**src/rtl/exec_config.svh**
```systemverilog
`ifndef EXEC_CONFIG_SVH
`define EXEC_CONFIG_SVH

// Width of one data word and of every ALU operand.
`define DATA_WIDTH 32

// Number of general registers in the register file.
`define REG_COUNT 32

// Width of a register index in the instruction word.
`define REG_ADDR_W 5

`endif
```
**src/rtl/exec_pkg.sv**
```systemverilog
`default_nettype none

`include "exec_config.svh"

package exec_pkg;

	typedef logic [`DATA_WIDTH-1:0] word_t;

	typedef logic [`REG_ADDR_W-1:0] reg_idx_t;

	// major opcodes, bits 30 to 25 of the instruction word.
	typedef enum logic [5:0] {
		LWI     = 6'h02,
		LWIBI   = 6'h06,
		SWI     = 6'h0A,
		SWIBI   = 6'h0E,
		TY_LS   = 6'h1C, // register plus register address form.
		TY_BASE = 6'h20, // operation picked by the sub-op field.
		ADDI    = 6'h28,
		SUBRI   = 6'h29,
		ANDI    = 6'h2A,
		XORI    = 6'h2B,
		ORI     = 6'h2C
	} opcode_t;

	// sub-operations of TY_BASE, bits 4 to 0 of the instruction word.
	typedef enum logic [4:0] {
		ADD   = 5'd0,
		SUB   = 5'd1,
		AND   = 5'd2,
		XOR   = 5'd3,
		OR    = 5'd4,
		SLT   = 5'd6,
		SLTS  = 5'd7,
		SLLI  = 5'd8,
		SRLI  = 5'd9,
		ROTRI = 5'd11,
		SLL   = 5'd12,
		SRL   = 5'd13
	} sub_op_t;

endpackage

`default_nettype wire

```
**src/rtl/exec_core.sv**
```systemverilog
`default_nettype none

module exec_core import exec_pkg::*; (
	input  logic  clk,
	input  logic  reset,
	input  logic  instr_valid,
	input  word_t instr,
	output logic  result_valid,
	output word_t result,
	output logic  overflow,
	output logic  illegal
);

	opcode_t  opcode;
	sub_op_t  sub_op;
	reg_idx_t rt;
	reg_idx_t ra;
	reg_idx_t rb;
	word_t    imm;
	word_t    reg_a;
	word_t    reg_b;
	word_t    src2;
	word_t    alu_result;
	logic     use_imm;
	logic     write_back;
	logic     dec_illegal;
	logic     alu_overflow;
	logic     reg_we;

	instr_decoder u_decoder (
		.instr      (instr),
		.opcode     (opcode),
		.sub_op     (sub_op),
		.rt         (rt),
		.ra         (ra),
		.rb         (rb),
		.imm        (imm),
		.use_imm    (use_imm),
		.write_back (write_back),
		.illegal    (dec_illegal)
	);

	// the result is written back at the same edge that captures it.
	assign reg_we = instr_valid & write_back;
	assign src2 = use_imm ? imm : reg_b;

	register_file u_regs (
		.clk         (clk),
		.reset       (reset),
		.read_addr_a (ra),
		.read_addr_b (rb),
		.read_data_a (reg_a),
		.read_data_b (reg_b),
		.write_en    (reg_we),
		.write_addr  (rt),
		.write_data  (alu_result)
	);

	alu u_alu (
		.alu_src1     (reg_a),
		.alu_src2     (src2),
		.opcode       (opcode),
		.sub_op_base  (sub_op),
		.alu_result   (alu_result),
		.alu_overflow (alu_overflow)
	);

	always_ff @(posedge clk) begin
		if (reset) begin
			result_valid <= 1'b0;
			result <= '0;
			overflow <= 1'b0;
			illegal <= 1'b0;
		end else begin
			result_valid <= instr_valid;
			result <= instr_valid ? alu_result : '0; // outputs last one cycle only.
			overflow <= instr_valid & alu_overflow;
			illegal <= instr_valid & dec_illegal;
		end
	end

endmodule

`default_nettype wire

```
**src/rtl/alu.sv**
```systemverilog
`default_nettype none

`include "exec_config.svh"

module alu import exec_pkg::*; (
	input  word_t   alu_src1,
	input  word_t   alu_src2,
	input  opcode_t opcode,
	input  sub_op_t sub_op_base,
	output word_t   alu_result,
	output logic    alu_overflow
);

	localparam int MSB = `DATA_WIDTH - 1;
	localparam int SHW = $clog2(`DATA_WIDTH);

	// adds in two pieces so the carries into and out of the top bit are both visible.
	// the top bit of the return value is the overflow, the rest is the sum.
	function automatic logic [`DATA_WIDTH:0] add_split(
		input word_t x,
		input word_t y,
		input logic  cin
	);
		logic [MSB-1:0] low;
		logic c_into_msb;
		logic c_out_msb;
		logic s_msb;
		{c_into_msb, low} = {1'b0, x[MSB-1:0]} + {1'b0, y[MSB-1:0]} + {{MSB{1'b0}}, cin};
		{c_out_msb, s_msb} = {1'b0, x[MSB]} + {1'b0, y[MSB]} + {1'b0, c_into_msb};
		return {c_into_msb ^ c_out_msb, s_msb, low};
	endfunction

	logic [`DATA_WIDTH:0] sum;
	logic [`DATA_WIDTH:0] diff;
	logic [`DATA_WIDTH:0] rdiff;
	logic [SHW-1:0] shamt;
	logic [2*`DATA_WIDTH-1:0] rotate;

	assign sum = add_split(alu_src1, alu_src2, 1'b0);
	assign diff = add_split(alu_src1, ~alu_src2, 1'b1); // src1 minus src2.
	assign rdiff = add_split(alu_src2, ~alu_src1, 1'b1); // reverse subtract for SUBRI.
	assign shamt = alu_src2[SHW-1:0];
	assign rotate = {alu_src1, alu_src1} >> shamt;

	always_comb begin
		alu_result = '0;
		alu_overflow = 1'b0;
		case (opcode)
			TY_BASE: begin
				case (sub_op_base)
					ADD: {alu_overflow, alu_result} = sum;
					SUB: {alu_overflow, alu_result} = diff;
					AND: alu_result = alu_src1 & alu_src2;
					OR: alu_result = alu_src1 | alu_src2;
					XOR: alu_result = alu_src1 ^ alu_src2;
					SLT: alu_result = {{MSB{1'b0}}, (alu_src1 < alu_src2)};
					SLTS: alu_result = {{MSB{1'b0}}, ($signed(alu_src1) < $signed(alu_src2))};
					SLL, SLLI: alu_result = alu_src1 << shamt;
					SRL, SRLI: alu_result = alu_src1 >> shamt;
					ROTRI: alu_result = rotate[MSB:0]; // low half of the doubled word.
					default: alu_result = '0;
				endcase
			end
			ADDI, LWI, SWI, LWIBI, SWIBI, TY_LS: begin
				{alu_overflow, alu_result} = sum;
			end
			SUBRI: {alu_overflow, alu_result} = rdiff;
			ANDI: alu_result = alu_src1 & alu_src2;
			ORI: alu_result = alu_src1 | alu_src2;
			XORI: alu_result = alu_src1 ^ alu_src2;
			default: alu_result = '0;
		endcase
	end

endmodule

`default_nettype wire

```
**src/rtl/register_file.sv**
```systemverilog
`default_nettype none

`include "exec_config.svh"

module register_file import exec_pkg::*; (
	input  logic     clk,
	input  logic     reset,
	input  reg_idx_t read_addr_a,
	input  reg_idx_t read_addr_b,
	output word_t    read_data_a,
	output word_t    read_data_b,
	input  logic     write_en,
	input  reg_idx_t write_addr,
	input  word_t    write_data
);

	word_t regs [`REG_COUNT];

	// register 0 is hardwired to zero on both ports.
	assign read_data_a = (read_addr_a == '0) ? '0 : regs[read_addr_a];
	assign read_data_b = (read_addr_b == '0) ? '0 : regs[read_addr_b];

	always_ff @(posedge clk) begin
		if (reset) begin
			for (int i = 0; i < `REG_COUNT; i++) begin
				regs[i] <= '0;
			end
		end else if (write_en && (write_addr != '0)) begin
			regs[write_addr] <= write_data;
		end
	end

endmodule

`default_nettype wire

```
**src/rtl/instr_decoder.sv**
```systemverilog
`default_nettype none

`include "exec_config.svh"

module instr_decoder import exec_pkg::*; (
	input  word_t    instr,
	output opcode_t  opcode,
	output sub_op_t  sub_op,
	output reg_idx_t rt,
	output reg_idx_t ra,
	output reg_idx_t rb,
	output word_t    imm,
	output logic     use_imm,
	output logic     write_back,
	output logic     illegal
);

	word_t simm;
	word_t zimm;
	word_t shimm;

	assign opcode = opcode_t'(instr[30:25]);
	assign sub_op = sub_op_t'(instr[4:0]);
	assign rt = instr[24:20];
	assign ra = instr[19:15];
	assign rb = instr[14:10];

	assign simm = {{(`DATA_WIDTH-15){instr[14]}}, instr[14:0]}; // arithmetic and address offsets.
	assign zimm = {{(`DATA_WIDTH-15){1'b0}}, instr[14:0]};
	assign shimm = {{(`DATA_WIDTH-5){1'b0}}, instr[14:10]}; // shift amount sits in the rb field.

	always_comb begin
		imm = '0;
		use_imm = 1'b0;
		write_back = 1'b0;
		illegal = 1'b0;
		case (opcode)
			TY_BASE: begin
				write_back = 1'b1;
				case (sub_op)
					ADD, SUB, AND, XOR, OR, SLT, SLTS, SLL, SRL: begin
						use_imm = 1'b0; // both operands come from registers.
					end
					SLLI, SRLI, ROTRI: begin
						use_imm = 1'b1;
						imm = shimm;
					end
					default: begin
						illegal = 1'b1;
						write_back = 1'b0;
					end
				endcase
			end
			ADDI, SUBRI: begin
				use_imm = 1'b1;
				write_back = 1'b1;
				imm = simm;
			end
			ANDI, ORI, XORI: begin
				use_imm = 1'b1;
				write_back = 1'b1;
				imm = zimm;
			end
			LWI, SWI, LWIBI, SWIBI: begin
				use_imm = 1'b1; // only the address is produced here.
				imm = simm;
			end
			TY_LS: begin
				use_imm = 1'b0;
			end
			default: begin
				illegal = 1'b1;
			end
		endcase
	end

endmodule

`default_nettype wire

```
**config.mk**
```make
export PLATFORM = sky130hd
export DESIGN_NAME = exec_core
export DESIGN_NICKNAME = d
export VERILOG_FILES = /design/src/rtl/exec_pkg.sv /design/src/rtl/exec_core.sv /design/src/rtl/alu.sv /design/src/rtl/register_file.sv /design/src/rtl/instr_decoder.sv
export VERILOG_INCLUDE_DIRS = /design/src /design/src/rtl
export SDC_FILE = /design/constraint.sdc
export NUM_CORES = 2
export LEC_CHECK = 0
export ABC_CLOCK_PERIOD_IN_PS = 15120
export BUFFER_PORTS_ARGS = -buffer_cell sky130_fd_sc_hd__buf_2
export CORE_MARGIN = 1.5
export CORE_UTILIZATION = 55
export CTS_CLUSTER_DIAMETER = 80
export DETAILED_ROUTE_END_ITERATION = 8
export PLACE_DENSITY = 0.77
export SYNTH_ARGS = -nofsm -noshare
export SYNTH_HDL_FRONTEND = slang
export SYNTH_HIERARCHICAL = 1
export SYNTH_SLANG_ARGS = --single-unit
```
**constraint.sdc**
```tcl
create_clock -name clk -period 15.12 [get_ports clk]
set_input_delay 1.512 -clock clk [delete_from_list [all_inputs] [get_ports clk]]
set_output_delay 1.512 -clock clk [all_outputs]
set_load 0.1 [all_outputs]
```
==> metrics.md <==
| Metric | Value |
|---|---|
| Setup repair after global routing missed its margin | false |
| Endpoint type of the worst setup path | flop |
| All-layer global routing usage | 0.402 |
| Cell type with the highest aggregate area in the netlist | sky130_fd_sc_hd__edfxtp_1 |
| Port Buf Inserts | 68 |
| Fraction of power consumed by sequential logic | 0.414 |
| Dominant cells by area after synthesis | sky130_fd_sc_hd__edfxtp_1, sky130_fd_sc_hd__mux4_2, sky130_fd_sc_hd__and2_1, sky130_fd_sc_hd__mux2i_1, sky130_fd_sc_hd__ha_1 |
| Most common cell after layout, fill and taps aside | sky130_fd_sc_hd__edfxtp_1 |
| Synth Cell Area | 68,000 sq um |
| Post-route minimum period | between 10 and 15 ns |
| Number of standard-cell rows in the floorplan | between 100 and 150 |
| Top library cells by usage in the layout, fill and taps aside | sky130_fd_sc_hd__edfxtp_1, sky130_fd_sc_hd__and2_1, sky130_fd_sc_hd__mux4_2 |
| Switching Fraction | 0.336 |
| Total clock buffers created by CTS | between 100 and 150 |
| Maximum vdd ir drop | just over 0.1 mV |
| Area growth from synthesis to layout | 7.40% |
| Synth unique cells | around 110 |
| IO Pins | 70 |
| Reported net switching power | 2.74 mW |
| Clock buffer depth | 3 |
| Proportion of netlist area held by the largest area contributor | 0.452 |
| H-tree levels | 3 |
| Prevailing post-synth register cell | sky130_fd_sc_hd__edfxtp_1 |
| Count of routing violations after the opening detailed-route iteration | approximately 9,000 |
| Vertical die dimension | 355 microns |
| Power density over the cells | 112 nW/um^2 |
| Sequential cell area fraction in the yosys report | 0.463 |
| Number of warnings printed during yosys synthesis | 6 |
| Last weighted congestion value of the routability-driven placer | between 1 and 1.5 |
| Die Span X | 355 microns |
| Final setup violating endpoints | 0 |
| Detailed-route wire length | 257,000 microns |
| Failing checks | max-capacitance violations, max-slew violations |
| Hold_buf cts | 0 |
| Share of the clock period used by the worst path after layout | 0.696 |
| Post-DP HPWL | 163,000 microns |
| Flip-flop and latch count after synthesis | approximately 1,100 |
| Type of the worst setup path | in2reg |
| Core Region | 122,000 sq um |
| Remaining design rule violation count | 0 |
| Worst setup skew after layout | around 0.054 ns |
| Hold violation total from the final report | 0 |
| Fraction of final layout cells with drive strength greater than 1 | 0.217 |
| Largest net degree at the start of global routing | around 130 |
| Post-synthesis average cell area | approximately 13 sq um |
| Post-synthesis cell count | 5,412 |
| Utilization after layout | 0.597 |
| Number of violations of the max-capacitance limit | 4 |
| Total leakage power | 26.9 nW |
| Post-CTS repair timing setup buffer count | 0 |
| Via density | ~7.4 |
| Max-slew violation count | 2 |
| Arrival time at the worst endpoint | 10.99 ns |
| Via count of the first global-routing pass | approximately 49,000 |
| Int Pwr | between 5 and 6 mW |
| Routed vias | approximately 51,000 |
| Status | complete, but fails checks |
| Die area | approximately 130,000 sq um |
| Number of antenna violations at the first check in global routing | 34 |
| Number of detailed-routing iterations run before antenna repair | 8 |
| Proportion of register bits with asynchronous set or reset after synthesis | 0 |
| Number of enable-type register cells in the synthesized netlist | between 1,000 and 1,500 |
| Final global-route overflow total | 0 |
| Clock network power share | 0.313 |
| First-pass GRT wire length | ~360,000 microns |
| Sum Neg Setup Slack | 0 ns |
| Achievable frequency | 95.0 MHz |
| Maximum fanout along the worst path | 65 |
| Combinational power share | 0.274 |
| Startpoint class of the critical path | input pin |
| Clock tree from TritonCTS | built |
| Final antenna-violating net count | 0 |
| CTS clock-pin slew for the worst setup and hold paths | 0.06 ns |
| Initial core utilization | 0.556 |
| TritonCTS sink count | roughly 1,100 |
| Slew HR | -0.0542 |
| Post-layout nets | approximately 5,400 |
| Root Driver | sky130_fd_sc_hd__clkbuf_16 |
| Slew at the pin closest to its max-slew limit | between 1.5 and 2 ns |
| Clock latency on the worst-skew pair | approximately 0.75 ns |
| Crit path required time | approximately 16 ns |
| Post-CTS sizing | 0 |
| Kind of path behind the tightest hold check | in2reg |
| Routed length per placed instance | about 37 microns |
state kept, by name, summed over array words and instances, names as in the netlist:
signal        cells
u_regs/regs    1024
result           32
illegal           1
overflow          1
result_valid      1
cells in the mapped netlist, types with 20 or more instances:
cell	number
sky130_fd_sc_hd__edfxtp_1	1024
sky130_fd_sc_hd__and2_1	1015
sky130_fd_sc_hd__mux4_2	499
sky130_fd_sc_hd__clkbuf_1	343
sky130_fd_sc_hd__nor2_1	227
sky130_fd_sc_hd__mux2i_1	221
sky130_fd_sc_hd__a21oi_1	163
sky130_fd_sc_hd__nand2_1	160
sky130_fd_sc_hd__o21ai_0	159
sky130_fd_sc_hd__ha_1	129
sky130_fd_sc_hd__o22ai_1	120
sky130_fd_sc_hd__inv_1	106
sky130_fd_sc_hd__buf_4	89
sky130_fd_sc_hd__nor3_1	83
sky130_fd_sc_hd__buf_2	67
sky130_fd_sc_hd__mux2_2	63
sky130_fd_sc_hd__a22o_1	61
sky130_fd_sc_hd__nand3_1	49
sky130_fd_sc_hd__a221oi_1	46
sky130_fd_sc_hd__or2_2	42
sky130_fd_sc_hd__a2111oi_1	41
sky130_fd_sc_hd__o211ai_1	37
sky130_fd_sc_hd__xnor2_1	36
sky130_fd_sc_hd__dfxtp_1	35
sky130_fd_sc_hd__buf_1	34
sky130_fd_sc_hd__a211oi_1	32
sky130_fd_sc_hd__a22oi_1	32
sky130_fd_sc_hd__and3b_1	32
sky130_fd_sc_hd__nor2b_1	32
sky130_fd_sc_hd__mux2_4	30
sky130_fd_sc_hd__a21o_1	25
sky130_fd_sc_hd__nand2b_1	25
sky130_fd_sc_hd__buf_6	23
sky130_fd_sc_hd__o221ai_1	22
sky130_fd_sc_hd__a31oi_1	20
sky130_fd_sc_hd__nor4_1	20
stage by stage:
step / hold slack, ns / worst slack, ns / instance area, sq um / power [mW] / instances
after floorplan: 1.38 / 7.02 / 68100 / 4.78 / 5443
after global placement: 1.99 / 4.50 / 69600 / 5.53 / 6775
after detailed placement: 2.00 / 4.39 / 69600 / 5.55 / 6775
after CTS: 1.27 / 5.12 / 72900 / 8.05 / 6967
after global routing: 1.30 / 4.47 / 72900 / 8.32 / 6971
final: 1.29 / 4.59 / 73000 / 8.16 / 6985
area by class of cell:
type                       instances  area [sq um]
multi-input combinational       3710         33800
tap                             1625          2030
sequential                      1059         31500
inverter                         115           432
clock inverter                    62           479
antenna                           18          45.0
fill                            9299         49200
clock buffer                     130          2820
timing repair buffer             266          1920
critical path: stages:
cell                        delay, ns
sky130_fd_sc_hd__buf_8           0.50
sky130_fd_sc_hd__buf_4           0.72
sky130_fd_sc_hd__mux4_2          0.60
sky130_fd_sc_hd__a22o_1          0.25
sky130_fd_sc_hd__a2111oi_2       1.16
sky130_fd_sc_hd__nor3_1          0.39
sky130_fd_sc_hd__mux2_4          0.64
sky130_fd_sc_hd__inv_1           0.18
sky130_fd_sc_hd__ha_1            0.35
sky130_fd_sc_hd__o211ai_1        0.16
sky130_fd_sc_hd__o21a_1          0.25
sky130_fd_sc_hd__a211oi_1        0.69
sky130_fd_sc_hd__o211ai_2        0.21
sky130_fd_sc_hd__a21oi_1         0.43
sky130_fd_sc_hd__o211ai_1        0.22
sky130_fd_sc_hd__a21oi_1         0.38
sky130_fd_sc_hd__fa_1            0.51
sky130_fd_sc_hd__mux2i_1         0.12
sky130_fd_sc_hd__o21ai_0         0.08
sky130_fd_sc_hd__a221oi_1        0.31
sky130_fd_sc_hd__o2111ai_1       0.21
sky130_fd_sc_hd__a221o_1         0.36
sky130_fd_sc_hd__buf_4           0.28
sky130_fd_sc_hd__and2_1          0.21
cells by family (layout without fill, tap and decap cells):
logic type      Yosys count  in the layout  share of synthesized area
fa+ha+maj               135            135                     0.0255
flops                  1059           1059                      0.463
buf+inv                 674            573                     0.0466
xor+xnor                 41             41                    0.00528
compound gates          917            917                     0.0950
simple gates           1772           1772                      0.150
other cells               1             50                  0.0000552
mux                     813            813                      0.215
routing by layer:
layer,track usage,up-vias,wire (microns),part of all wire
met5,0.00868,-,246,0.00096
met4,0.228,21,17800,0.069
met3,0.163,945,42800,0.17
met2,0.577,4720,108000,0.42
met1,0.517,25484,88000,0.34
li1,-,20319,-,-
power groups by stage:
| stage | Combinational (mW) | Clock (mW) | Sequential, mW |
|---|---|---|---|
| final | 2.23 | 2.55 | 3.37 |
| after global routing | 2.29 | 2.65 | 3.38 |
| after floorplan | 1.33 | 0 | 3.45 |
| after CTS | 2.13 | 2.54 | 3.37 |
| after global placement | 2.12 | 0 | 3.42 |
| after detailed placement | 2.13 | 0 | 3.43 |
final timing paths:
| kind | depth (start not counted) | from | slack, ns | to |
|---|---|---|---|---|
| setup reg to reg | 22 | u_regs/regs[31][4] | 6.28 | u_regs/regs[4][31] |
| hold reg to reg | 9 | u_regs/regs[2][31] | 2.05 | overflow |
| hold / removal | 2 | instr_valid | 1.29 | result_valid |
| setup / recovery | 24 | instr[10] | 4.59 | u_regs/regs[4][31] |
Note: power is estimated with default switching activity, not from simulation.
